--- src/pipe_reg.sv ---
// stage register with a valid bit; one instance sits between each pair of pipeline stages
`timescale 1ns/100ps
`default_nettype none

module pipe_reg #(
    parameter type payload_t = logic [31:0]
) (
    input  logic     clk,
    input  logic     rst_i,
    input  logic     hold_i,
    input  logic     flush_i,
    input  logic     valid_i,
    input  payload_t data_i,
    output logic     valid_o,
    output payload_t data_o
);

    // hold beats flush, so a squash waits until the freeze ends
    always_ff @(posedge clk) begin
        if (rst_i || (flush_i && !hold_i)) begin
            valid_o <= 1'b0;
            // an empty slot carries no write enable downstream
            data_o  <= '0;
        end else if (!hold_i) begin
            valid_o <= valid_i;
            data_o  <= data_i;
        end
    end

    // ctrl keeps the two requests apart for every stage
    a_no_hold_flush: assert property (@(posedge clk) disable iff (rst_i) !(hold_i && flush_i));

endmodule

`default_nettype wire

--- config.mk ---
export PLATFORM = sky130hd
export DESIGN_NAME = pipe_reg
export DESIGN_NICKNAME = d
export VERILOG_FILES = /design/src/pipe_reg.sv
export SDC_FILE = /design/constraint.sdc
export NUM_CORES = 1
export LEC_CHECK = 0
export ABC_AREA = 0
export BUFFER_PORTS_ARGS = -buffer_cell sky130_fd_sc_hd__buf_2
export CAP_MARGIN = 20
export CORE_MARGIN = 5
export CORE_UTILIZATION = 40
export CTS_CLUSTER_SIZE = 10
export DETAILED_ROUTE_END_ITERATION = 12
export PLACE_DENSITY = 0.71
export SYNTH_ARGS = -nofsm -noshare
export SYNTH_HDL_FRONTEND = slang
export SYNTH_SLANG_ARGS = --single-unit
--- constraint.sdc ---
create_clock -name clk -period 3.45 [get_ports clk]
set_clock_uncertainty 0.2 [all_clocks]
set_input_delay 0.5175 -clock clk [delete_from_list [all_inputs] [get_ports clk]]
set_output_delay 0.5175 -clock clk [all_outputs]
set_load 0.1 [all_outputs]
==> results by group <==
STA
  • Final cycle utilization of the critical path: 51.57%
  • Setup TNS: 0 ns
  • RSZ-0062 raised after global routing: no
  • Normalized max-slew margin: 36.82%
  • Final Hold Fails: 0
  • Achievable frequency: 0.5621 GHz
  • Final worst path period need: 1.779 ns
  • # setup viols final: 0
  • Setup ws final: 1.671 ns
  • Slew Viols, Final: 0
  • Worst slew pin tran: 0.9477 ns

Run status
  • Status: complete, no violations

CTS
  • Clock Root Buffer: clkbuf_8
  • Setup bufs post-CTS: 0
  • Post_cts resized: 0
  • Clk pin slew, worst setup/hold paths: 0.07 ns
  • Htree depth: 2
  • CTS max path bufs: 2
  • CTS tree: built
  • Hold-fix buffer count after cts: 0
  • CTS Sinks: 33
  • Worst-Skew Late Latency: 0.28 ns
  • CTS buffer count: 5

Placement
  • Area post-placement: 1849 um^2
  • Post-DP HPWL: 2.230 mm
  • Placed Instances: 252
  • Placer Congestion: 0.7108
  • Buffers on Ports: 69
  • Pre-CTS setup slack: 1.538 ns

Global routing
  • Tot GR Track Use: 13.28%
  • First-pass GRT wire length: 5.451 mm
  • GR Overflow Total: 0
  • Largest net degree at the start of global routing: 67
  • Initial antenna violation count: 0
  • Number of global-route vias before repair: 1183

Detailed routing
  • First DRT Iteration DRCs: 76
  • DR DRC count: 0
  • DR WL/cell: 12.68 um
  • Final wirelength: 3.285 mm
  • Final ANT Viol Nets: 0
  • DR vias: 1227
  • Vias/cell: 4.737
  • DR pass1 iterations: 4

Setup path
  • CP bufs+invs: 1
  • Crit path max-delay family: buffers and inverters
  • CP Launch Type: flip-flop
  • WP data required: 2.73 ns
  • CP Capture Type: output port
  • Cell chain of the critical path: buf_2
  • Worst r2r src: data_o[30]
  • WS Path Type: reg -> out
  • Critical Path Slowest Stage Cell: buf_2
  • Critical Path AT: 1.06 ns
  • CP peak stage delay: 0.43 ns
  • Crit Path Max Fanout: 2
  • CP Launch Point: data_o[7]

Run
  • Maxcap violations: 0

Yosys
  • #FFs+latches synth: 33
  • Syn Area/Cell: 10.28 um^2
  • Post-synthesis xor/xnor area fraction: 0%
  • Synth Area in Simple Gates: 8.553%
  • Syn nets: 185
  • Main combinational cell family by area after synthesis: compound AO/OA/AOI/OAI gates
  • Post-synthesis adder-cell area fraction: 0%
  • Number of distinct library cells after synthesis: 10
  • Yosys warnings: 0
  • Mux cell area share after synthesis: 0%
  • Complex-gate fraction of the synthesized area: 33.80%
  • Post-Synthesis Cell Area: 1521 um^2
  • Sequential fraction of the synthesis area: 43.42%
  • Cells after Synth: 148

Min path
  • HP Class: reg -> reg
  • Hold Startpoint: data_o[31]

Floorplanning
  • Core Footprint: 3661 um^2
  • Row Count: 22
  • Die H: 71.68 um
  • Starting Density: 41.56%
  • Die ar.: 5137 um^2
  • Die width: 71.68 um
  • Ports: 70

Final layout
  • Final Core Density: 52.87%
  • Post-layout instance area: 1936 um^2
  • Area added between synthesis and finish: 27.22%
  • Register area: 660.6 um^2
  • Multi-input gate area: 644.4 um^2
  • Number of fill cells in the layout: 351
  • Most frequent cells in the layout: 69 x buf_2, 33 x inv_1, 33 x nand2_1, 33 x dfxtp_1, 30 x o32ai_2
  • # nets final: 248
  • Non-Filler Instances: 259
  • Most common cell after layout, fill and taps aside: buf_2
  • # diodes: 0
  • Layout cells sized above 1: 51.18%

Pwr
  • Pwr/cell area: 469.7 nW/um^2
  • Static leakage: 0.9177 nW
  • Peak VDD IR: 222.9 uV
## registers in the layout (all words and copies together) (netlist names)
register  count
valid_o       1
data_o       32
## routing by layer
metal,GRT usage (%),part of all wire [%]
met1,14.94,43
met2,22.45,47
met3,6.171,8.7
met4,3.758,1.2
met5,0,0
## where the power goes
group	internal, mW	switching (mW)	leakage (nW)
clock network	0.158	0.132	0.0443
registers	0.396	0.00704	0.269
logic	0.0490	0.167	0.604
total	0.603	0.306	0.918
## synthesized netlist by cell type (all sizes together)
| library cell | n | area share [%] |
|---|---|---|
| inv | 33 | 8.1 |
| clkbuf | 4 | 0.99 |
| dfxtp | 33 | 43 |
| or2 | 1 | 0.41 |
| nand2 | 33 | 8.1 |
| o32ai | 33 | 34 |
| buf | 11 | 5.1 |
## per-stage QoR
step                      total power [mW]  hold slack (ns)
final                               0.9092           0.2781
after global routing                0.9498           0.3040
after CTS                           0.9224           0.2810
after detailed placement            0.6291           0.2721
after global placement              0.6278           0.2647
after floorplan                     0.5906           0.4719
## final cells by class
| class | count | share of cell area (%) |
|---|---|---|
| flip-flops and latches | 33 | 34.13 |
| multi-input cells | 67 | 33.29 |
| repair buffers | 71 | 18.62 |
| inverters | 33 | 6.399 |
| clock buffers | 7 | 4.460 |
| well taps | 48 | 3.103 |
## cell families after synthesis
logic type	count (synthesis)
simple gates	34
buf+inv	48
compound gates	33
flops	33
## worst paths after layout
kind | endpoint | cells past startpoint | slack [ns]
max reg2reg | data_o[30] | 2 | 2.60
min reg2reg | data_o[31] | 2 | 0.28
max | data_o[7] | 1 | 1.67
min | data_o[31] | 2 | 0.28
Power figures use the tool's default switching activity.
