--- src/pipe_pkg.sv ---
// shared widths, opcodes, ALU codes and stage payloads; every RTL file refers here by scope
`default_nettype none

package pipe_pkg;

    localparam int xlen = 64;

    typedef logic [xlen-1:0] word_t;
    typedef logic [31:0]     inst_t;
    typedef logic [4:0]      reg_addr_t;

    localparam word_t reset_pc = '0;

    // major opcodes of the supported subset
    localparam logic [6:0] op_imm    = 7'b0010011;
    localparam logic [6:0] op_reg    = 7'b0110011;
    localparam logic [6:0] op_lui    = 7'b0110111;
    localparam logic [6:0] op_branch = 7'b1100011;
    localparam logic [6:0] op_jal    = 7'b1101111;

    typedef enum logic [3:0] {
        alu_add,
        alu_sub,
        alu_and,
        alu_or,
        alu_xor,
        alu_slt,
        alu_pass_b,
        alu_branch_eq,
        alu_branch_ne,
        alu_link
    } alu_op_e;

    typedef struct packed {
        word_t pc;
        inst_t inst;
    } if_id_t;

    // base and offset only matter for branches and jal
    typedef struct packed {
        word_t     pc;
        word_t     op1;
        word_t     op2;
        word_t     base;
        word_t     offset;
        alu_op_e   alu_op;
        reg_addr_t rd;
        logic      rd_wen;
    } id_ex_t;

    // also carried from memory to write-back
    typedef struct packed {
        word_t     pc;
        reg_addr_t rd;
        logic      rd_wen;
        word_t     result;
    } ex_mem_t;

endpackage

`default_nettype wire

--- src/regs.sv ---
// integer register file with two combinational read ports and one write port from write-back
`timescale 1ns/100ps
`default_nettype none

module regs (
    input  logic                clk,
    input  logic                rst_i,
    input  pipe_pkg::reg_addr_t rs1_raddr_i,
    input  pipe_pkg::reg_addr_t rs2_raddr_i,
    output pipe_pkg::word_t     rs1_rdata_o,
    output pipe_pkg::word_t     rs2_rdata_o,
    input  pipe_pkg::reg_addr_t waddr_i,
    input  pipe_pkg::word_t     wdata_i,
    input  logic                wen_i
);

    // x0 has no storage
    pipe_pkg::word_t rf [1:31];

    always_ff @(posedge clk) begin
        if (rst_i) begin
            for (int i = 1; i < 32; i++) begin
                rf[i] <= '0;
            end
        end else if (wen_i && (waddr_i != '0)) begin
            rf[waddr_i] <= wdata_i;
        end
    end

    // same-cycle write is picked up by forwarding, not here
    assign rs1_rdata_o = (rs1_raddr_i == '0) ? '0 : rf[rs1_raddr_i];
    assign rs2_rdata_o = (rs2_raddr_i == '0) ? '0 : rf[rs2_raddr_i];

endmodule

`default_nettype wire

--- config.mk ---
export PLATFORM = sky130hd
export DESIGN_NAME = regs
export DESIGN_NICKNAME = d
export VERILOG_FILES = /design/src/pipe_pkg.sv /design/src/regs.sv
export SDC_FILE = /design/constraint.sdc
export NUM_CORES = 2
export LEC_CHECK = 0
export BUFFER_PORTS_ARGS = -buffer_cell sky130_fd_sc_hd__buf_2
export CAP_MARGIN = 20
export CORE_AREA = 2 2 524 526
export CTS_BUF_LIST = sky130_fd_sc_hd__clkbuf_16
export DETAILED_ROUTE_END_ITERATION = 12
export DIE_AREA = 0 0 526 528
export GPL_TIMING_DRIVEN = 0
export PLACE_DENSITY = 0.55
export SLEW_MARGIN = 20
export SYNTH_ARGS = -nofsm -noshare
export SYNTH_HDL_FRONTEND = slang
export SYNTH_SLANG_ARGS = --single-unit
--- constraint.sdc ---
create_clock -name clk -period 5.5 [get_ports clk]
set_clock_uncertainty 0.1 [all_clocks]
set_input_delay 1.375 -clock clk [delete_from_list [all_inputs] [get_ports clk]]
set_output_delay 1.375 -clock clk [all_outputs]
set_load 0.03 [all_outputs]
==> impl_metrics.yaml <==
global_route:
  grt_pass1_vias: 73200
  antenna_found_initial: 88
  gr-total-overflow: 0
  grt.total_usage_pct: 37.2
  grt_pass1_wl_um: 682000
  grt_max_degree: 39
final_layout:
  drive_above_1_share_pct: 28.9
  design_area_um2: 127000
  multi_input_area_um2: 45500
  largestRegisters: "rf (2048)"
  largest_register_ffs: 2048
  areaGrowthSynthToFinish_pct: 16.9
  nets: 7740
  regArea_um2: 61500
  regMostFlops: "rf"
  fillers: 23800
yosys:
  synth.area.mux_share_pct: 23.5
  ys_types: 43
  syn_area_um2: 108000
  syn_avg_cell_area_um2: 15.3
  synth-edff-count: 2048
  synth_ff_type: "edfxtp_1"
  synth_xor_area_share_pct: 0
  yosys-top-cells-area: "edfxtp_1, mux4_2, and2_1"
  ys_seq_area_share_pct: 56.8
  synthMostInstantiatedCell: "edfxtp_1"
  yosys_register_bits: 2048
  ys_warn_count: 0
  synth-simple-area-share_pct: 12.8
  synthAdderAreaFrac_pct: 0
  synth_commonest_cells: "edfxtp_1, and2_1, mux4_2"
  synth_top_family_by_area: "multiplexers"
  synth_compound_area_share_pct: 3.75
  async_flop_share_pct: 0
  synth_top_area_share_pct: 56.8
  synth_cells: 7055
  synth_top_area_cell: "edfxtp_1"
route:
  num_vias: 76700
  drc: 0
  drt_iter0_markers: 14800
  firstDrtPassIters: 9
  wl_per_cell_um: 45.7
  route.final.wire_length_um: 525000
  via_per_inst: 6.68
  antenna_left: 0
power_and_ir_drop:
  p_leak_nw: 44.0
  powerDensity_nw_per_um2: 317
  clkPwrFrac_pct: 37.5
  ir_drop_v: 0.000253
  pwr-share-seq_pct: 46.1
  p_sw_mw: 11.5
  p_int_mw: 28.5
  power.share.switching_pct: 28.8
  power.share.combinational_pct: 16.4
sta:
  rsz0062_at_grt: "yes"
  worst_hold_slack_ns: 0.567
  fin_crit_sh_pct: 103
  setup_ws_ns: -0.179
  post-route-min-period_ns: 5.68
  fmax_mhz: 176
  drv_slew: 0
  setup_viol: 100
  final_hold_viol_count: 0
  tightest_slew_ns: 1.34
  slew-limit-headroom_pct: 10.6
floorplan:
  dieHeight_um: 528
  die_area_um2: 278000
  coreArea_um2: 272000
  start_util_pct: 39.7
  rows: 192
  die_w_um: 526
  pin_count: 210
setup_path:
  crit_type: "in2out"
  cp_top_family: "buffers and inverters"
  max_stage_delay_ns: 1.01
  critPathCaptureType: "output port"
  crit_path_start_kind: "primary input"
  critPathSlowestCell: "clkbuf_1"
  cp.required_ns: 4.03
  crit_chain: "buf_2 > inv_2 > nor2_1 > clkbuf_1 > a32oi_1 > o2111ai_2 > buf_2"
  critPathMaxFanout: 11
  path_buf_inv: 4
  arrival_ns: 4.20
  crit_path_frequent_cell: "buf_2"
outcome:
  violations: "setup timing"
  status: "finished, violations left"
clocking:
  cts_tree: "built"
  clk_pin_slew_ns: 0.06
  holdBufCountCts: 0
  cts_root_buffer: "clkbuf_16"
  cts_made_buffers: 233
  cts_max_path_buffers: 4
  cts-htree-levels: 4
  cts.sinks: 2048
placement:
  place_area_um2: 116000
  port_buffers: 204
  gp_congestion: 0.997
  dp.final_hpwl_um: 377000
worst_hold_path:
  holdPathEnd: "rf[0][13]"
  worstHoldPathType: "in2reg"
  hold_start: "wdata_i[13]"
  min_path_cells: 1
flow_run:
  max_cap_viol_count: 0
==> placed cells by master, fill, tap and decap left out, drive strengths merged, types with 6 or more instances in the layout <==
cell type,Yosys,layout
edfxtp,2048,2048
and2,1986,1986
mux4,906,906
clkbuf,587,817
buf,202,503
mux2i,365,365
mux2,120,120
nand2,109,109
clkinv,0,102
o22ai,100,100
a22oi,74,74
conb,1,64
inv,2,63
nor2,58,58
a221oi,57,57
diode,0,55
o221ai,55,55
a21oi,50,50
a21o,42,42
or2,35,35
and3,31,31
a22o,30,30
o211ai,30,30
a32oi,30,30
o2111ai,30,30
nand3,21,21
nor2b,15,15
bufinv,0,12
a2111oi,12,12
a211oi,11,11
o21ai,10,10
nor4,9,9
clkdlybuf4s15,0,8
nand2b,7,7
o22a,6,6
==> power by group through the flow <==
| stage | Clock, mW | Sequential, mW | Combinational (mW) |
|---|---|---|---|
| after floorplan | 0 | 18.6 | 3.06 |
| after global placement | 0 | 18.7 | 5.66 |
| after detailed placement | 0 | 18.8 | 5.87 |
| after CTS | 14.9 | 18.4 | 6.23 |
| after global routing | 15.5 | 18.5 | 6.54 |
| final | 15.0 | 18.5 | 6.58 |
==> cell families after synthesis <==
family | count (synthesis)
other | 1
and+or+nand+nor | 2284
AOI/OAI and AO/OA | 540
DFF | 2048
buffers and inverters | 791
muxes | 1391
==> final cells by class <==
type / instances / area share, %
sequential: 2048 / 48.6
multi-input combinational: 4279 / 35.9
clock buffer: 235 / 4.65
buffer: 784 / 3.85
tap: 3589 / 3.55
timing repair buffer: 310 / 2.43
clock inverter: 178 / 0.864
antenna: 55 / 0.109
inverter: 2 / 0.00593
==> metrics by stage <==
step	power (mW)	util [%]	cells	setup TNS, ns	setup slack [ns]
3_3_place_gp	24.4	41.8	10900	-967.02	-2.92
5_1_grt	40.6	46.4	11400	-0.170	-0.0452
2_1_floorplan	21.7	-	7118	0	0.0557
3_5_place_dp	24.6	42.6	11000	-141.50	-1.62
4_1_cts	39.6	46.2	11400	-0.0288	-0.0117
6_report	40.1	46.4	11500	-6.63	-0.179
==> what timing repair did <==
item,4_1_cts,5_1_grt
hold endpoints to repair,0,0
buffers inserted,11,3
resized for setup,660,135
endpoints found under the setup margin,128,87
pin swaps,19,7
cloned,0,1
==> how the worst max path moves through the flow <==
stage / cells after the start / to / start
6_report: 7 / rs2_rdata_o[19] / rs2_raddr_i[2]
3_3_place_gp: 7 / rs1_rdata_o[23] / rs1_raddr_i[2]
4_1_cts: 8 / rs1_rdata_o[3] / rs1_raddr_i[1]
3_5_place_dp: 8 / rs1_rdata_o[32] / rs1_raddr_i[1]
5_1_grt: 9 / rs1_rdata_o[44] / rs1_raddr_i[0]
2_1_floorplan: 9 / rs1_rdata_o[42] / rs1_raddr_i[0]
==> metal layers <==
layer	vias to the layer above	track usage (%)	part of all wire, %
li1	28500	-	-
met1	40300	46.3	35
met2	6436	53.7	43
met5	-	0	0.099
met4	22	23.8	7.6
met3	1448	14.8	15
Note: power is estimated with default switching activity, not from simulation.
