<file path="src/pipe_pkg.sv">
// shared widths, opcodes, ALU codes and stage payloads; every RTL file refers here by scope
`default_nettype none

package pipe_pkg;

    localparam int xlen = 64;

    typedef logic [xlen-1:0] word_t;
    typedef logic [31:0]     inst_t;
    typedef logic [4:0]      reg_addr_t;

    localparam word_t reset_pc = '0;

    // major opcodes of the supported subset
    localparam logic [6:0] op_imm    = 7'b0010011;
    localparam logic [6:0] op_reg    = 7'b0110011;
    localparam logic [6:0] op_lui    = 7'b0110111;
    localparam logic [6:0] op_branch = 7'b1100011;
    localparam logic [6:0] op_jal    = 7'b1101111;

    typedef enum logic [3:0] {
        alu_add,
        alu_sub,
        alu_and,
        alu_or,
        alu_xor,
        alu_slt,
        alu_pass_b,
        alu_branch_eq,
        alu_branch_ne,
        alu_link
    } alu_op_e;

    typedef struct packed {
        word_t pc;
        inst_t inst;
    } if_id_t;

    // base and offset only matter for branches and jal
    typedef struct packed {
        word_t     pc;
        word_t     op1;
        word_t     op2;
        word_t     base;
        word_t     offset;
        alu_op_e   alu_op;
        reg_addr_t rd;
        logic      rd_wen;
    } id_ex_t;

    // also carried from memory to write-back
    typedef struct packed {
        word_t     pc;
        reg_addr_t rd;
        logic      rd_wen;
        word_t     result;
    } ex_mem_t;

endpackage

`default_nettype wire

</file>
<file path="src/ex.sv">
// execute stage with the ALU, the branch compare and the jump target adder
`timescale 1ns/100ps
`default_nettype none

module ex (
    input  pipe_pkg::id_ex_t  id_ex_i,
    input  logic              valid_i,
    output pipe_pkg::ex_mem_t ex_mem_o,
    output logic              rd_wen_o,
    output logic              jump_en_o,
    output pipe_pkg::word_t   jump_addr_o
);

    pipe_pkg::word_t result;
    logic            taken;
    logic            lt;

    assign lt = $signed(id_ex_i.op1) < $signed(id_ex_i.op2);

    always_comb begin
        result = '0;
        taken  = 1'b0;
        case (id_ex_i.alu_op)
            pipe_pkg::alu_add:       result = id_ex_i.op1 + id_ex_i.op2;
            pipe_pkg::alu_sub:       result = id_ex_i.op1 - id_ex_i.op2;
            pipe_pkg::alu_and:       result = id_ex_i.op1 & id_ex_i.op2;
            pipe_pkg::alu_or:        result = id_ex_i.op1 | id_ex_i.op2;
            pipe_pkg::alu_xor:       result = id_ex_i.op1 ^ id_ex_i.op2;
            pipe_pkg::alu_slt:       result = pipe_pkg::word_t'(lt);
            pipe_pkg::alu_pass_b:    result = id_ex_i.op2;
            pipe_pkg::alu_branch_eq: taken = (id_ex_i.op1 == id_ex_i.op2);
            pipe_pkg::alu_branch_ne: taken = (id_ex_i.op1 != id_ex_i.op2);
            pipe_pkg::alu_link: begin
                // link value is the return address
                result = id_ex_i.pc + pipe_pkg::word_t'(4);
                taken  = 1'b1;
            end
            default: result = '0;
        endcase
    end

    // bubbles must neither write nor redirect
    assign rd_wen_o    = valid_i && id_ex_i.rd_wen;
    assign jump_en_o   = valid_i && taken;
    assign jump_addr_o = id_ex_i.base + id_ex_i.offset;

    assign ex_mem_o = '{
        pc:     id_ex_i.pc,
        rd:     id_ex_i.rd,
        rd_wen: rd_wen_o,
        result: result
    };

endmodule

`default_nettype wire

</file>
<file path="config.mk">
export PLATFORM = sky130hd
export DESIGN_NAME = ex
export DESIGN_NICKNAME = d
export VERILOG_FILES = /design/src/pipe_pkg.sv /design/src/ex.sv
export SDC_FILE = /design/constraint.sdc
export NUM_CORES = 1
export LEC_CHECK = 0
export ABC_AREA = 1
export BUFFER_PORTS_ARGS = -buffer_cell sky130_fd_sc_hd__buf_2
export CORE_MARGIN = 1.5
export CORE_UTILIZATION = 58
export DETAILED_ROUTE_END_ITERATION = 7
export PLACE_DENSITY = 0.95
export SLEW_MARGIN = 10
export SYNTH_ARGS = -nofsm -noshare
export SYNTH_HDL_FRONTEND = slang
export SYNTH_SLANG_ARGS = --single-unit
</file>
<file path="constraint.sdc">
create_clock -name vclk -period 2.61
set_clock_uncertainty 0.05 [all_clocks]
set_input_delay 0.261 -clock vclk [all_inputs]
set_output_delay 0.261 -clock vclk [all_outputs]
set_load 0.02 [all_outputs]
</file>
==> qor.yml, run 1 <==
logic_synthesis:
  yosys_warnings: 0
  avgSynthCellArea_um2: 4.931
  syn-num-nets: 5399
  synth.area.mux_share_pct: 0
  synth_top_family_by_area: "simple AND/OR/NAND/NOR gates"
  yosys.area_share.simple_pct: 47.31
  synth.distinct_cells: 50
  yosys.area_share.adder_pct: 15.50
  netlist_instances: 4778
  synth_compound_area_share_pct: 14.53
  seq_area_frac_synth_pct: 0
  synthesis.area_mm2: 0.02356
  synth-xor-area-share_pct: 1.747
outcome:
  stop_stage: "5_1_grt"
  toolErrorMsg: "[ERROR GRT-0116] Global routing finished with congestion. Check the congestion regions in the DRC Viewer."
  outcome: "stopped before the end"
global_routing:
  grt_max_degree: 54
  overflow: 1513
  grt_pass1_wl_um: 290200
  grt_pass1_vias: 48491
  grtUsageTotal_pct: 89.08
placement:
  io_buffers: 521
  place_ws_ps: -471.6
  hpwl_um: 110500
  gp_congestion: 1.340
floorplanning:
  ioPinCount: 531
  die_x_um: 204.6
  die_y_um: 204.6
  start_util_pct: 59.03
  fp-row-count: 73
clock_tree:
  holdBufCountCts: 0
## synthesized netlist by cell type (4+ instances only)
cell type     n  area [um^2]
a211oi_1      9        67.56
a21boi_0     17        127.6
a21o_1       12        90.09
a21oi_1     217         1086
a221oi_1     46        402.9
a31oi_1       7        43.79
buf_2        53        265.3
buf_4        80        600.6
buf_6        11        123.9
clkbuf_1     20        75.07
ha_1        287         3591
inv_1      1017         3817
inv_2         8        30.03
nand2_1    1550         5818
nand3_1     370         1852
nand3_2       6        60.06
nand3b_1     17        127.6
nand4_1      99        619.3
nor2_1      493         1851
nor2_2       22        137.6
nor2_4        5        56.30
nor3_1       69        345.3
nor3_2       11        110.1
o2111ai_1     4        35.03
o211ai_1      5        37.54
o21a_1        9        67.56
o21ai_0     149        745.7
o21bai_1     30        225.2
o221ai_1      4        35.03
o22ai_1      58        362.9
or2_2        14        87.58
xnor2_1       9        78.83
xor2_1       38        332.8
## per-layer routing
layer  overflow  GRT usage, %
met1         72         82.91
met2        962         105.4
met3         60         76.54
met4        416         97.35
met5          3         60.48
## cell families after synthesis
kind of cell             Yosys count
adder cells (fa/ha/maj)          290
AND/OR/NAND/NOR                 2669
XOR/XNOR                          47
buffers and inverters           1193
AO/OA/AOI/OAI                    579
## per-stage QoR
stage | instances | area [um^2] | utilization [%]
CTS | 6265 | 32010 | 80.20
detailed placement | 6256 | 30390 | 76.14
global placement | 6256 | 30390 | 76.14
floorplan | 4778 | 23560 | -
## what timing repair did
action / 4_1_cts
pin swaps: 52
setup buffers: 9
endpoints found under the setup margin: 86
gates resized for setup: 404
hold endpoints to repair: 0
==> run 2, diff against run 1 <==
Settings changed: CORE_UTILIZATION 58 to 40, PLACE_DENSITY 0.95 to unset, PLACE_DENSITY_LB_ADDON set to 0.15.
==> run 2 against run 1 <==
Net effect:
- synthesized area is the same
- the flow now finishes, with violations (design-rule violations, negative setup slack)
- synthesized cell count is the same
==> qor.yml, run 2 <==
outcome:
  outcome: "finished with violations"
  violations: "design-rule violations, negative setup slack"
route:
  via_per_inst: 5.431
  drc_errors: 2
  drtAntennaViolNets: 0
  first_pass_iters: 8
  drt-total-wl_um: 142800
  wl_per_cell_um: 20.72
  vias: 37422
  drtIter0Drc: 3761
timing:
  tightest_slew_ps: 636.6
  relSlewSlack_pct: 57.11
  setup_viol: 14
  fin_crit_sh_pct: 102.9
  fmax_mhz: 372.3
  period_minus_slack_ps: 2686
  slew_violations: 0
  rsz0062_at_grt: "yes"
  timing.final.ws_setup_ps: -76.31
  hold_viol: 0
placement:
  gp_congestion: 1.124
  dpl.cell_count: 6813
  io_buffers: 521
  placed_area_mm2: 0.03315
  place_ws_ps: -507.1
  hpwl_um: 120700
final_layout:
  final_cell_mix: "1229 x nand2_1, 945 x buf_4, 889 x inv_1, 437 x buf_2, 298 x nor2_1"
  fin_util_pct: 66.94
  layout_commonest_cell: "nand2_1"
  drive_above_1_share_pct: 41.60
  nClkBuffers: 0
  nets: 6741
  area.growth.synth_to_final_pct: 64.53
  regArea_um2: 0
  layout.cells.non_filler: 6891
  stdcell_area_mm2: 0.03877
  design.seq.count: 0
power:
  power_mw: 9.175
  vdd_drop_max_uv: 224.9
  power_density_mw_per_mm2: 236.7
  p_leak_nw: 21.14
logic_synthesis:
  avgSynthCellArea_um2: 4.931
  yosys_warnings: 0
  yosysTopAreaCell: "nand2_1"
  yosys-top-cells-area: "nand2_1 25%, inv_1 16%, ha_1 15%"
  yosys.area_share.adder_pct: 15.50
  synth.most_common_cell: "nand2_1"
  synth.distinct_cells: 50
  yosys.area_share.simple_pct: 47.31
  netlist_instances: 4778
  synth_top_family_by_area: "simple AND/OR/NAND/NOR gates"
  yosysTopAreaCellShare_pct: 24.69
  synth.area.mux_share_pct: 0
  synth-xor-area-share_pct: 1.747
  ys_top_cells_by_count: "1550 x nand2_1, 1017 x inv_1, 493 x nor2_1"
  synth_compound_area_share_pct: 14.53
  synthesis.area_mm2: 0.02356
  syn-num-nets: 5399
  seq_area_frac_synth_pct: 0
floorplanning:
  die_y_um: 245.7
  start_util_pct: 40.68
  fp-row-count: 88
  dieArea_mm2: 0.06037
  die_x_um: 245.7
  ioPinCount: 531
  core_area_mm2: 0.05792
worst_setup_path:
  worstPathMaxFanout: 4
  path_class: "in -> out"
  critPathRequiredTime_ps: 2300
  arrival_ps: 2380
  end_kind: "output pin"
  setup.worst_path.start_class: "input pin"
global_routing:
  grt_pass1_vias: 34717
  overflow: 0
  antenna_found_initial: 9
  grt_pass1_wl_um: 201500
  grtUsageTotal_pct: 44.06
  grt_max_degree: 46
hold_path:
  worstHoldPathType: "in -> out"
flow_run:
  maxCapViolCount: 0
clock_tree:
  holdBufCountCts: 0
-- run 2: final cells by class --
type	count	area, um^2
Antenna cell	8	20.02
Fill cell	5684	19150
Inverter	1028	3867
Multi-Input combinational cell	3585	23080
Tap cell	765	957.2
Timing Repair Buffer	1505	10840
-- run 2: path summary, 6_finish.rpt --
| check | from | slack (ps) | endpoint | depth (start not counted) |
|---|---|---|---|---|
| hold / removal | id_ex_i[2] | 470 | ex_mem_o[66] | 0 |
| setup / recovery | id_ex_i[202] | -80 | ex_mem_o[42] | 16 |
-- run 2: power by group --
part	switching (mW)	leakage, nW	internal (mW)
Clock	0	0.0000530	0.000000410
Sequential	0	0	0
Combinational	5.43	21.1	3.74
Total	5.43	21.1	3.74
-- run 2: cells by family after synthesis --
logic type | count (synthesis)
XOR/XNOR | 47
AND/OR/NAND/NOR | 2669
adder cells (fa/ha/maj) | 290
buffers and inverters | 1193
AO/OA/AOI/OAI | 579
-- run 2: repair_timing --
action	4_1_cts	5_1_grt
setup buffers	30	44
setup endpoints to repair	81	100
resized for setup	626	842
pin swaps	128	230
-- run 2: metrics by stage --
stage,hold WS (ps),TNS [ps]
3_5_place_dp,472.1,-19760
3_3_place_gp,472.1,-19190
4_1_cts,472.1,-296.7
2_1_floorplan,584.6,0
5_1_grt,472.0,-3231
6_report,472.0,-515.0
-- run 2: critical path: stages --
cell and delay (ps):
buf_8 90, inv_6 30, ha_4 150, fa_2 370, nor2_4 150, nand3_2 120, nand3_4 170, nand2_2 90
nand2_4 110, buf_4 120, nand3_2 110, nand3_2 100, nand2_1 50, nand3_1 70, nand3b_1 180, buf_6 190
-- run 2: routing by layer --
layer,GRT usage [%],wire [um],up-vias
li1,-,-,17564
met1,53.77,53710,17066
met2,71.78,62190,2230
met3,7.367,15510,554
met4,27.41,11330,8
met5,0,55,-
Power figures use the tool's default switching activity.
