$ cat config.mk
export PLATFORM = sky130hd
export DESIGN_NAME = redirect
export DESIGN_NICKNAME = d
export VERILOG_FILES = /design/src/pipe_pkg.sv /design/src/redirect.sv
export SDC_FILE = /design/constraint.sdc
export NUM_CORES = 1
export LEC_CHECK = 0
export ABC_CLOCK_PERIOD_IN_PS = 1500
export BUFFER_PORTS_ARGS = -buffer_cell sky130_fd_sc_hd__clkbuf_2
export CAP_MARGIN = 20
export CORE_AREA = 3 3 187 189
export DETAILED_ROUTE_END_ITERATION = 10
export DIE_AREA = 0 0 190 192
export PLACE_DENSITY = 0.5
export SETUP_SLACK_MARGIN = 0.4
export SLEW_MARGIN = 30
export SYNTH_ARGS = -nofsm -noshare
export SYNTH_HDL_FRONTEND = slang
export SYNTH_SLANG_ARGS = --single-unit
$ cat constraint.sdc
create_clock -name vclk -period 1.5
set_input_delay 0.075 -clock vclk [all_inputs]
set_output_delay 0.075 -clock vclk [all_outputs]
set_load 0.01 [all_outputs]
$ cat src/pipe_pkg.sv
// shared widths, opcodes, ALU codes and stage payloads; every RTL file refers here by scope
`default_nettype none

package pipe_pkg;

    localparam int xlen = 64;

    typedef logic [xlen-1:0] word_t;
    typedef logic [31:0]     inst_t;
    typedef logic [4:0]      reg_addr_t;

    localparam word_t reset_pc = '0;

    // major opcodes of the supported subset
    localparam logic [6:0] op_imm    = 7'b0010011;
    localparam logic [6:0] op_reg    = 7'b0110011;
    localparam logic [6:0] op_lui    = 7'b0110111;
    localparam logic [6:0] op_branch = 7'b1100011;
    localparam logic [6:0] op_jal    = 7'b1101111;

    typedef enum logic [3:0] {
        alu_add,
        alu_sub,
        alu_and,
        alu_or,
        alu_xor,
        alu_slt,
        alu_pass_b,
        alu_branch_eq,
        alu_branch_ne,
        alu_link
    } alu_op_e;

    typedef struct packed {
        word_t pc;
        inst_t inst;
    } if_id_t;

    // base and offset only matter for branches and jal
    typedef struct packed {
        word_t     pc;
        word_t     op1;
        word_t     op2;
        word_t     base;
        word_t     offset;
        alu_op_e   alu_op;
        reg_addr_t rd;
        logic      rd_wen;
    } id_ex_t;

    // also carried from memory to write-back
    typedef struct packed {
        word_t     pc;
        reg_addr_t rd;
        logic      rd_wen;
        word_t     result;
    } ex_mem_t;

endpackage

`default_nettype wire

$ cat src/redirect.sv
// operand forwarding for decode, taking results from execute, memory and write-back first
`timescale 1ns/100ps
`default_nettype none

module redirect (
    input  pipe_pkg::reg_addr_t rs1_addr_i,
    input  pipe_pkg::reg_addr_t rs2_addr_i,
    output pipe_pkg::reg_addr_t rs1_raddr_o,
    output pipe_pkg::reg_addr_t rs2_raddr_o,
    input  pipe_pkg::word_t     rs1_rdata_i,
    input  pipe_pkg::word_t     rs2_rdata_i,
    input  pipe_pkg::reg_addr_t ex_rd_i,
    input  pipe_pkg::reg_addr_t mem_rd_i,
    input  pipe_pkg::reg_addr_t wb_rd_i,
    input  logic                ex_wen_i,
    input  logic                mem_wen_i,
    input  logic                wb_wen_i,
    input  pipe_pkg::word_t     ex_data_i,
    input  pipe_pkg::word_t     mem_data_i,
    input  pipe_pkg::word_t     wb_data_i,
    output pipe_pkg::word_t     rs1_data_o,
    output pipe_pkg::word_t     rs2_data_o
);

    // youngest writer first, x0 never forwarded
    function automatic pipe_pkg::word_t pick(input pipe_pkg::reg_addr_t rs,
                                             input pipe_pkg::word_t rf_val);
        if (rs == '0) begin
            return rf_val;
        end else if (ex_wen_i && (ex_rd_i == rs)) begin
            return ex_data_i;
        end else if (mem_wen_i && (mem_rd_i == rs)) begin
            return mem_data_i;
        end else if (wb_wen_i && (wb_rd_i == rs)) begin
            return wb_data_i;
        end
        return rf_val;
    endfunction

    assign rs1_raddr_o = rs1_addr_i;
    assign rs2_raddr_o = rs2_addr_i;

    always_comb begin
        rs1_data_o = pick(rs1_addr_i, rs1_rdata_i);
        rs2_data_o = pick(rs2_addr_i, rs2_rdata_i);
    end

endmodule

`default_nettype wire

==> run summary <==
The flow ran to the end, but the final reports show violations. The checks that failed: setup timing. The tools report the signal arrival time at the worst endpoint as 2.10 ns. The start point of the worst min-delay path was rs1_addr_i[1]. The worst-path maximum fanout came out at 7.

The post-route worst setup slack was -0.680 ns; the number of max-slew violations in the final report was 0. The fmax came out at 0.459 GHz. The number of nets in the synthesized netlist is 1166. The number of design rule violations left after detail routing is 0, and the post-DP HPWL is 29.8 mm. The mapped netlist covers 5740 um2. The fraction of post-synthesis cell area in the top cell type by area is 15.7%, and the total track usage is 21.1%.

The tools report the starting utilization of the core area as 17.1%. At the pin with the least slew margin, the transition time is 0.523 ns. The horizontal extent of the die was 190 um; the average footprint of a synthesized cell was 7.01 um2.

During placement, the flow inserted port buffers numbering 486. Entering global routing, the biggest net connects 61 pins. The first detailed-routing pass took 5 iterations. For the distinct cell type count after synthesis, the log shows 32. The worst setup path is captured at an output port.

Relative to the synthesized area, the layout overhead comes to 109%. The post-route fraction of the period consumed by the critical path came out at 145%. After detailed routing, the number of vias per cell comes to 5.18. The required arrival time at the worst endpoint is 1.42 ns. The floorplan step defined a die boundary enclosing 36500 um2.

The share of total power dissipated in combinational logic is 100.0%. The repair_antennas step left the layout with diodes totalling 0. The tools report the net switching power of the design as 1770 uW. The final weighted congestion in routability-driven placement is 0.841.

The overflow left after global routing was 0; the synthesis warning total was 0. Of all cell types, the one taking the most synthesized area is sky130_fd_sc_hd__a221oi_2. The layout has 0 clock buffers.

The hold path endpoint was rs1_raddr_o[1]. The maximum vdd ir drop is 0.148 mV, and the post-detailed-route count of antenna-violating nets is 0. Setup repair after global routing could not meet its margin everywhere.

The critical path is of the in2out type. The initial antenna violation count is 1. In this run the tightest slew margin relative to its limit is 64.1%. Power per cell area: 309 nW/um2.

The total via count after detailed routing was 9124; the via count of the first global-routing pass was 9376. The final layout contains 1662 nets. The number of cells on the worst hold path is 3, and the cell area reported after detailed placement is 10100 um2.

The share of total power consumed by net switching is 47.9%. The height of the die came out at 192 um. Registers are responsible for 0% of the overall power. Setup violations remaining at the end of the flow were counted as 128. In the final routed layout, each cell accounts on average for 23.9 um. The tools report the post-place setup slack as -0.739 ns. The share of power burned in the clock network is 0%.

For this design, the CTS-stage hold fixing added 0 buffers. The first global-routing pass estimated 59.8 mm of wire. Layout cell share with drive strength beyond 1: 59.4%. The number of instances in the synthesized netlist is 818. For this design the static power due to leakage is 0.00554 uW. The startpoint type of the worst setup path is an input port. After synthesis, flip-flops and latches occupy 0% of the total area. The core occupancy in the finished layout is 35.8%, and the clock period minus final worst setup slack is 2.18 ns. The tools report the number of hold-slack violations in the final timing report as 0. Ranked by total cell area, the synthesized netlist is headed by sky130_fd_sc_hd__a221oi_2 (16%), sky130_fd_sc_hd__mux2i_1 (11%), sky130_fd_sc_hd__o221a_2 (11%). Across the run, the number of max-cap violations was 0. The sequential cell area came out at 0 um2. The path class of the tightest hold or removal check is in2out. The completed layout was analyzed and its total power is 3690 uW. The internal power was 1930 uW; the design area was 12000 um2. For the violation count after the first detailed-routing iteration, the log shows 492. The floorplan has 67 rows. The design has 0 sequential cells. 486 I/O pins were placed. Wires add up to 42.1 mm. The tools report the area of the placeable core as 33400 um2.
[critical path, stage by stage]
cell and delay (ns):
sky130_fd_sc_hd__buf_8 0.10, sky130_fd_sc_hd__xor2_2 0.17, sky130_fd_sc_hd__nor4_2 0.27, sky130_fd_sc_hd__buf_4 0.17
sky130_fd_sc_hd__nand3_4 0.07, sky130_fd_sc_hd__a32o_4 0.48, sky130_fd_sc_hd__buf_12 0.22, sky130_fd_sc_hd__a221oi_4 0.32
sky130_fd_sc_hd__buf_2 0.21
[cells in the mapped netlist, types with 11 or more instances]
cell	n
sky130_fd_sc_hd__a41oi_1	59
sky130_fd_sc_hd__nor3_1	66
sky130_fd_sc_hd__nor2_1	73
sky130_fd_sc_hd__buf_4	11
sky130_fd_sc_hd__buf_2	11
sky130_fd_sc_hd__a221oi_2	60
sky130_fd_sc_hd__clkbuf_1	76
sky130_fd_sc_hd__inv_1	126
sky130_fd_sc_hd__buf_6	13
sky130_fd_sc_hd__or3_1	64
sky130_fd_sc_hd__o221a_2	54
sky130_fd_sc_hd__xor2_1	19
sky130_fd_sc_hd__xnor2_1	11
sky130_fd_sc_hd__nand4_1	61
sky130_fd_sc_hd__mux2i_1	64
[metrics by stage]
stage	std cells	hold WS [ns]	setup TNS, ns
6_report	1760	0.470	-69.90
4_1_cts	1754	0.501	-75.24
2_1_floorplan	818	0.242	-9.52
3_5_place_dp	1724	0.500	-71.90
3_3_place_gp	1724	0.492	-74.22
5_1_grt	1760	0.481	-78.47
[placed cells by master (no fill, tap or decap), types with 2 or more instances in the layout]
cell	Yosys	final
sky130_fd_sc_hd__nor3_2	0	10
sky130_fd_sc_hd__nor3_1	66	55
sky130_fd_sc_hd__buf_12	0	32
sky130_fd_sc_hd__clkbuf_2	0	355
sky130_fd_sc_hd__clkbuf_16	0	2
sky130_fd_sc_hd__nand3_4	0	2
sky130_fd_sc_hd__mux2i_1	64	64
sky130_fd_sc_hd__nand2_1	3	2
sky130_fd_sc_hd__buf_8	0	19
sky130_fd_sc_hd__nor2_1	73	71
sky130_fd_sc_hd__xnor2_2	0	8
sky130_fd_sc_hd__or3_1	64	63
sky130_fd_sc_hd__buf_6	13	58
sky130_fd_sc_hd__buf_16	0	18
sky130_fd_sc_hd__xor2_1	19	18
sky130_fd_sc_hd__o221a_1	10	10
sky130_fd_sc_hd__a41oi_1	59	48
sky130_fd_sc_hd__o221a_4	0	54
sky130_fd_sc_hd__xnor2_1	11	3
sky130_fd_sc_hd__buf_4	11	63
sky130_fd_sc_hd__a31oi_4	1	2
sky130_fd_sc_hd__a41oi_2	0	10
sky130_fd_sc_hd__nor4_2	1	2
sky130_fd_sc_hd__nand3_1	9	7
sky130_fd_sc_hd__buf_2	11	64
sky130_fd_sc_hd__inv_1	126	126
sky130_fd_sc_hd__nand4_1	61	61
sky130_fd_sc_hd__a221oi_4	0	64
sky130_fd_sc_hd__a31oi_1	5	4
[cell type report]
class | count | area (um2)
Fill cell | 3467 | 21500
Tap cell | 448 | 561
Inverter | 126 | 473
Multi-Input combinational cell | 574 | 6220
Timing Repair Buffer | 612 | 4710
[power groups by stage]
stage / sequential (uW) / combinational, uW / clock, uW
after detailed placement: 0 / 2980 / 0
after global placement: 0 / 2980 / 0
after global routing: 0 / 3900 / 0
after floorplan: 0 / 1590 / 0
final: 0 / 3690 / 0
after CTS: 0 / 3410 / 0
[how the worst max path moves through the flow]
stage	from	end	slack, ns	cells after the start
after global placement	mem_rd_i[0]	rs2_data_o[32]	-0.76	9
after detailed placement	mem_rd_i[0]	rs2_data_o[32]	-0.74	9
after CTS	mem_rd_i[0]	rs1_data_o[32]	-0.67	9
final	mem_rd_i[0]	rs1_data_o[32]	-0.68	9
after floorplan	rs2_addr_i[0]	rs2_data_o[14]	-0.13	7
after global routing	ex_rd_i[1]	rs1_data_o[8]	-0.75	8
[cell families (layout without fill, tap and decap cells)]
kind of cell | Yosys count | in the layout | share of synthesized area, %
AND/OR/NAND/NOR | 283 | 283 | 26.1
buffers and inverters | 244 | 738 | 18.6
AO/OA/AOI/OAI | 197 | 197 | 39.5
multiplexers | 64 | 64 | 11.2
XOR/XNOR | 30 | 30 | 4.58
[layer usage]
metal,part of all wire [%],wire [um],GRT usage [%]
met2,51,21400,38.6
met4,3.4,1440,6.03
met3,6.7,2820,2.87
met5,0,0,0
met1,39,16400,25.8
[timing repair]
action / CTS / global route
cloned: 15 / 2
setup buffers: 15 / 4
pin swaps: 19 / 31
endpoints found under the setup margin: 128 / 128
resized for setup: 91 / 233
Power figures use the tool's default switching activity.
