`src/pipe_pkg.sv`:
```
// shared widths, opcodes, ALU codes and stage payloads; every RTL file refers here by scope
`default_nettype none

package pipe_pkg;

    localparam int xlen = 64;

    typedef logic [xlen-1:0] word_t;
    typedef logic [31:0]     inst_t;
    typedef logic [4:0]      reg_addr_t;

    localparam word_t reset_pc = '0;

    // major opcodes of the supported subset
    localparam logic [6:0] op_imm    = 7'b0010011;
    localparam logic [6:0] op_reg    = 7'b0110011;
    localparam logic [6:0] op_lui    = 7'b0110111;
    localparam logic [6:0] op_branch = 7'b1100011;
    localparam logic [6:0] op_jal    = 7'b1101111;

    typedef enum logic [3:0] {
        alu_add,
        alu_sub,
        alu_and,
        alu_or,
        alu_xor,
        alu_slt,
        alu_pass_b,
        alu_branch_eq,
        alu_branch_ne,
        alu_link
    } alu_op_e;

    typedef struct packed {
        word_t pc;
        inst_t inst;
    } if_id_t;

    // base and offset only matter for branches and jal
    typedef struct packed {
        word_t     pc;
        word_t     op1;
        word_t     op2;
        word_t     base;
        word_t     offset;
        alu_op_e   alu_op;
        reg_addr_t rd;
        logic      rd_wen;
    } id_ex_t;

    // also carried from memory to write-back
    typedef struct packed {
        word_t     pc;
        reg_addr_t rd;
        logic      rd_wen;
        word_t     result;
    } ex_mem_t;

endpackage

`default_nettype wire

```
`src/pc_reg.sv`:
```
// program counter for the fetch stage, stepping by four, loading jump targets and freezing
`timescale 1ns/100ps
`default_nettype none

module pc_reg (
    input  logic            clk,
    input  logic            rst_i,
    input  logic            hold_i,
    input  logic            jump_en_i,
    input  pipe_pkg::word_t jump_addr_i,
    output pipe_pkg::word_t pc_o
);

    always_ff @(posedge clk) begin
        if (rst_i) begin
            pc_o <= pipe_pkg::reset_pc;
        end else if (!hold_i) begin
            // a resolved jump wins over the sequential step
            if (jump_en_i) begin
                pc_o <= jump_addr_i;
            end else begin
                pc_o <= pc_o + pipe_pkg::word_t'(4);
            end
        end
    end

    // jump targets come from execute, so this checks the whole branch path
    a_pc_aligned: assert property (@(posedge clk) disable iff (rst_i) pc_o[1:0] == 2'b00);

endmodule

`default_nettype wire

```
`config.mk`:
```
export PLATFORM = sky130hd
export DESIGN_NAME = pc_reg
export DESIGN_NICKNAME = d
export VERILOG_FILES = /design/src/pipe_pkg.sv /design/src/pc_reg.sv
export SDC_FILE = /design/constraint.sdc
export NUM_CORES = 1
export LEC_CHECK = 0
export BUFFER_PORTS_ARGS = -buffer_cell sky130_fd_sc_hd__buf_2
export CAP_MARGIN = 0
export CORE_MARGIN = 4
export CORE_UTILIZATION = 50
export DETAILED_ROUTE_END_ITERATION = 10
export PLACE_DENSITY_LB_ADDON = 0.08
export SYNTH_ARGS = -nofsm -noshare
export SYNTH_HDL_FRONTEND = slang
export SYNTH_SLANG_ARGS = --single-unit
```
`constraint.sdc`:
```
create_clock -name clk -period 6.8 [get_ports clk]
set_clock_uncertainty 0.1 [all_clocks]
set_input_delay 1.36 -clock clk [delete_from_list [all_inputs] [get_ports clk]]
set_output_delay 1.36 -clock clk [all_outputs]
set_load 0.02 [all_outputs]
```
==> summary.md, run 1 <==
| Metric | Value |
|---|---|
| Status | `finished clean` |
| Routed Antenna Nets | `0` |
| Vias | `4,902` |
| Largest net degree at the start of global routing | `87` |
| Synthesized flop and latch total | `64` |
| Die ar. | `9710 um2` |
| Area of the core | `7850 um2` |
| Endpoints failing setup | `0` |
| Net Sw Power | `0.288 mW` |
| Post-Syn Instances | `561` |
| Share of layout cells above drive strength 1 | `24.2%` |
| Clock power frac | `33.9%` |
| Initial Util | `52.2%` |
| Setup CP Type | `primary input to register` |
| Clk_lat worst skew | `0.35 ns` |
| R2R Setup Slk | `3.74 ns` |
| Maximum level of the CTS H-tree | `3` |
| # Max-Cap Violations | `0` |
| Final hold vios | `0` |
| Vias in the first global route | `4,578` |
| Static Leak | `1.98 nW` |
| Worst slew pin tran | `1.32 ns` |
| Initial antenna violation count | `0` |
| Clock sink total | `64` |
| Final setup TNS | `0 ns` |
| Internal | `0.622 mW` |
| Comb pwr share | `18.5%` |
| Worst hold path startpoint | `pc_o[1]` |
| All-Layer GR Usage | `27.2%` |
| Worst Path Arrival | `3.85 ns` |
| Die Y | `98.5 um` |
| Worst-path clk slew | `0.07 ns` |
| Most common cell after layout, fill and taps aside | `buf_2` |
| Die Width | `98.5 um` |
| Total wire length | `13.6 mm` |
| First-pass GRT wire length | `22.1 mm` |
| Slew Viols, Final | `0` |
| Reg-to-Reg End | `pc_o[52]` |
| Final period util | `54.8%` |
| GPL Wtd Cong | `0.883` |
| Most frequently used flop master after synthesis | `dfxtp_1` |
| Met2 wire length | `6.33 mm` |
| Biggest register | `pc_o` |
| Port buffer count | `131` |
| Commonest non-fill, non-tap cells in the layout | `buf_2, nor2_1, dfxtp_1` |
| Area contributors post-synth | `dfxtp_1, nor2_1, a21oi_1` |
| Total power | `0.910 mW` |
| Reg2reg start | `pc_o[2]` |
| Req. time, crit path | `6.93 ns` |
| Top flop regs | `pc_o: 64 flops` |
| Area leader, netlist | `dfxtp_1` |
| Gates resized, CTS repair | `0` |
| PD cells | `184 nW/um2` |
| Fmax achieved | `269 MHz` |
| Clock root buffer | `clkbuf_8` |
| Sequential area share after synthesis | `31.3%` |
| Worst Hold Class | `register to register` |
| Post-DP HPWL | `9.16 mm` |
| Metal-1 WL | `5.75 mm` |
| P&R area growth vs syn | `20.8%` |
| Met3 wire len | `1.27 mm` |
| Startpoint types | `primary input` |
| Hold path depth | `2` |
| Switching Fraction | `31.6%` |
| Minimum clock period | `3.72 ns` |
| CTS tree | `done` |
| Post-Layout Cell Count | `776` |
| Antenna cells | `0` |
| Sink of the worst hold path | `pc_o[1]` |
| Finished Core Util | `63.1%` |
| CTS Hold Bufs | `0` |
| CP endpoint kind | `register` |
| First-pass detailed-route iteration total | `5` |
| Num CTS Buffers | `9` |
| Crit-path max FO | `86` |
| Nets@finish | `740` |
| Async S/R FF share, synth | `0%` |
| Slew headroom | `11.9%` |
| Synth Warn # | `0` |
| Syn avg cell area | `7.30 um2` |
| DRC | `0` |
| Setup bufs post-CTS | `0` |
| Count of cell types in the netlist | `55` |
| First-iteration detailed-routing DRC count | `270` |
| Post-synth EDFFs | `0` |
| Mapped Area | `4100 um2` |
| Maximum VDD drop | `0.122 mV` |
| Highest Signal Layer | `met4` |
| Synth top area share | `31.3%` |
| Cell count of the worst reg-to-reg path | `7` |
| Crit path from | `jump_en_i` |
| # IOs | `132` |
| Remaining Overflow, GRT | `0` |
| Power share of the sequential group | `47.6%` |
| Syn_nets | `630` |
| Max FFs per register | `64` |
| Longest Clk Path Bufs | `2` |
| Mean routed wirelength per cell | `17.5 um` |
| Placed cells | `762` |
| Standard-cell rows | `32` |
| Vias per cell | `6.32` |
| RSZ-0062 raised after global routing | `no` |
-- worst max-delay path, cell delays in order --
cell and delay, ns:
buf_2 0.07, buf_4 0.63, clkinv_1 0.24, nor2_2 1.04, a311oi_1 0.09, a2111oi_0 0.39
-- layer usage --
metal  GRT usage, %  vias up
met5              0        -
met4           7.35        0
met3           6.65       22
met2           44.7      241
met1           35.7     2296
li1               -     2343
-- final cells by class --
type,instances,area [um2]
clock buffers,14,173
fillers,746,2900
inverters,12,45.0
multi-input cells,449,2640
flip-flops and latches,64,1280
well taps,102,128
repair buffers,135,686
-- worst max path at each step --
stage,slack [ns],endpoint
final,3.08,pc_o[24]
after floorplan,3.97,pc_o[38]
after CTS,3.09,pc_o[24]
after global routing,2.79,pc_o[24]
after detailed placement,2.76,pc_o[24]
after global placement,2.85,pc_o[24]
-- power by group through the flow --
stage          registers, mW  logic (mW)  clock network (mW)
2_1_floorplan          0.460      0.0812                   0
3_3_place_gp           0.438       0.164                   0
3_5_place_dp           0.440       0.168                   0
4_1_cts                0.431       0.169               0.312
5_1_grt                0.437       0.185               0.328
6_report               0.433       0.169               0.308
-- through the flow --
stage | hold WS, ns | worst slack [ns] | instance area [um2]
3_5_place_dp | 0.352 | 2.76 | 4780
5_1_grt | 0.408 | 2.79 | 4950
3_3_place_gp | 0.350 | 2.85 | 4780
4_1_cts | 0.365 | 3.09 | 4950
6_report | 0.363 | 3.08 | 4950
2_1_floorplan | 0.435 | 3.97 | 4100
-- Yosys cell counts (3+ instances only) --
master    instances
o22ai_1          11
nand4_1          24
nand2_1          49
or3_1             5
a31oi_1          15
mux2i_1          15
and2_1            5
inv_1            10
o21ai_0          30
o21a_1            7
nor4_1            7
nor3_1           19
a22o_1            7
a22oi_1          23
o211ai_1          3
and3_1           14
a21oi_1          48
a41oi_1           3
or4_1             8
dfxtp_1          64
a21o_1            3
or2_2             3
nand3_1          26
o32ai_1           4
buf_1             4
nor2_1           74
nor2b_1           7
clkbuf_1         31
and4_1           10
-- logic make-up (layout without fill, tap and decap cells) --
kind of cell | after synthesis | in the layout | synth area share, %
buffers and inverters | 48 | 161 | 4.43
XOR/XNOR | 1 | 1 | 0.214
AND/OR/NAND/NOR | 262 | 262 | 33.4
flip-flops | 64 | 64 | 31.3
multiplexers | 17 | 17 | 4.21
adder cells (fa/ha/maj) | 1 | 1 | 0.305
AO/OA/AOI/OAI | 168 | 168 | 26.2
Note: power is estimated with default switching activity, not from simulation.
==> inputs of run 2 (changes only) <==
ABC_AREA = 1   (was unset)
clock period = 3.5 ns   (was 6.8 ns; I/O delays follow)
==> summary.md, run 2 <==
| Metric | Value |
|---|---|
| Status | `finished clean` |
| Reg2reg start | `pc_o[3]` |
| WHS | `0.431 ns` |
| Area contributors post-synth | `dfxtp_1, nand2_1, nor2_1` |
| Crit path from | `jump_en_i` |
| Final hold vios | `0` |
| Longest Clk Path Bufs | `2` |
| Post-synth EDFFs | `0` |
| Top flop regs | `pc_o: 64 flops` |
| Worst Path Arrival | `2.76 ns` |
| Post-DP HPWL | `13.1 mm` |
| Static Leak | `2.52 nW` |
| Die Y | `104 um` |
| Sequential area share after synthesis | `27.6%` |
| Initial Util | `52.4%` |
| Placed Area | `5350 um2` |
| Final period util | `75.1%` |
| Clock sink total | `64` |
| Most common cell after layout, fill and taps aside | `nand2_1` |
| Req. time, crit path | `3.63 ns` |
| Most frequently used flop master after synthesis | `dfxtp_1` |
| Standard-cell rows | `34` |
| Vias | `5,696` |
| Most frequent cell after synthesis | `nand2_1` |
| Syn_nets | `861` |
| Num CTS Buffers | `9` |
| Commonest non-fill, non-tap cells in the layout | `nand2_1, buf_2, nor2_1` |
| Biggest register | `pc_o` |
| Minimum clock period | `2.63 ns` |
| First-pass detailed-route iteration total | `5` |
| Port buffer count | `131` |
| Cell count of the worst reg-to-reg path | `10` |
| Total wire length | `17.2 mm` |
| Setup bufs post-CTS | `0` |
| Maximum level of the CTS H-tree | `3` |
| Vias in the first global route | `5,285` |
| Synth Warn # | `0` |
| RSZ-0062 raised after global routing | `no` |
| GPL Wtd Cong | `0.954` |
| WP buf/inv | `4` |
| # Max-Cap Violations | `0` |
| Final setup TNS | `0 ns` |
| Async S/R FF share, synth | `0%` |
| # IOs | `132` |
| Worst slew pin tran | `1.03 ns` |
| Gates resized, CTS repair | `0` |
| PD cells | `356 nW/um2` |
| Nets@finish | `979` |
| Total power | `1.98 mW` |
| P&R area growth vs syn | `20.1%` |
| Mean routed wirelength per cell | `16.8 um` |
| CTS tree | `done` |
| CTS Hold Bufs | `0` |
| Die ar. | `10,900 um2` |
| Hold path depth | `2` |
| Max FFs per register | `64` |
| Vias per cell | `5.57` |
| Critical-path top delay cell | `nor2_2` |
| First-pass GRT wire length | `27.4 mm` |
| Crit. path cell count | `7` |
| Slew headroom | `31.5%` |
| Largest net degree at the start of global routing | `51` |
| Area leader, netlist | `dfxtp_1` |
| Syn avg cell area | `5.85 um2` |
| Die Width | `104 um` |
| Startpoint types | `primary input` |
| Endpoints failing setup | `0` |
| DRC | `0` |
| All-Layer GR Usage | `31.3%` |
| Count of cell types in the netlist | `36` |
| Worst hold path startpoint | `pc_o[0]` |
| Mapped Area | `4630 um2` |
| Fmax achieved | `381 MHz` |
| Antenna cells | `0` |
| Worst Hold Class | `register to register` |
| Remaining Overflow, GRT | `0` |
| Share of layout cells above drive strength 1 | `19.5%` |
| Initial antenna violation count | `0` |
| Synth top area share | `27.6%` |
| Worst path cell trace | `buf_2 > clkinv_1 > nor2_2 > inv_2 > o221a_2 > o21ai_0 > inv_1` |
| Crit-path max FO | `28` |
| Setup CP Type | `primary input to register` |
| CP endpoint kind | `register` |
| Maximum VDD drop | `0.209 mV` |
| Area of the core | `8850 um2` |
| Worst-path clk slew | `0.08 ns` |
| Final non-filler cell area | `5570 um2` |
| Crit-path leading delay family | `buffers and inverters` |
| Clk_lat worst skew | `0.34 ns` |
| CP max stage delay | `0.68 ns` |
| First-iteration detailed-routing DRC count | `413` |
| Most common library cells after synthesis | `nand2_1, nor2_1, inv_1` |
| Routed Antenna Nets | `0` |
| Synthesized flop and latch total | `64` |
| Post-Syn Instances | `792` |
| Slew Viols, Final | `0` |
| Clock root buffer | `clkbuf_8` |
| # fillers | `918` |
## run 2: cell count changes after synthesis, moves of 15 or more
cell,previous run,this run
a22oi_1,23,0
nand2_1,49,244
inv_1,10,82
nor2_1,74,123
mux2i_1,15,0
nand3_1,26,49
## run 2: cell type report
| class | count | area [um2] | share of cell area [%] |
|---|---|---|---|
| multi-input combinational | 615 | 2930 | 52.5 |
| sequential | 64 | 1280 | 23.0 |
| timing repair buffer | 135 | 686 | 12.3 |
| inverter | 85 | 319 | 5.73 |
| clock buffer | 11 | 141 | 2.54 |
| tap | 108 | 135 | 2.43 |
| clock inverter | 5 | 80.1 | 1.44 |
## run 2: cell families (layout without fill, tap and decap cells)
logic type	Yosys count	in the layout	synth area share [%]
DFF	64	64	27.6
AOI/OAI and AO/OA	135	135	17.3
adders and majority gates	1	1	0.270
buffers and inverters	113	236	9.23
xor gates and xnor gates	20	20	3.78
and+or+nand+nor	459	459	41.8
## run 2: metrics by stage
stage | util, % | setup slack (ns) | std cells
after floorplan | - | 1.53 | 792
after global placement | 60.4 | 0.662 | 1007
after detailed placement | 60.4 | 0.581 | 1007
after CTS | 62.9 | 0.947 | 1023
after global routing | 62.9 | 0.758 | 1023
final | 62.9 | 0.872 | 1023
## run 2: final timing paths
path,slack [ns],end
worst min register to register,0.43,pc_o[0]
worst max register to register,1.19,pc_o[62]
worst max-delay path,0.87,pc_o[26]
worst min-delay path,0.43,pc_o[0]
## run 2: power by group
group	switching [mW]	total (mW)	internal [mW]
logic	0.237	0.377	0.140
registers	0.0849	0.865	0.780
clock network	0.322	0.742	0.420
total	0.644	1.98	1.34
## run 2: worst register-to-register path: stages, from the launching register on
cell     delay (ns)
dfxtp_1        0.41
ha_1           0.31
nand2_1        0.12
nor2_2         0.23
nand2_2        0.15
nor2_1         0.18
nand2_1        0.21
o21ai_0        0.22
nand3_1        0.09
nand2_1        0.07
a21oi_1        0.05
## run 2: per-layer routing
layer / routed length, um / GRT usage [%] / vias up
met1: 7540 / 41.5 / 2602
met3: 1530 / 7.39 / 33
met4: 378 / 9.59 / 0
met5: 0 / 0 / -
li1: - / - / 2798
met2: 7720 / 50.3 / 263
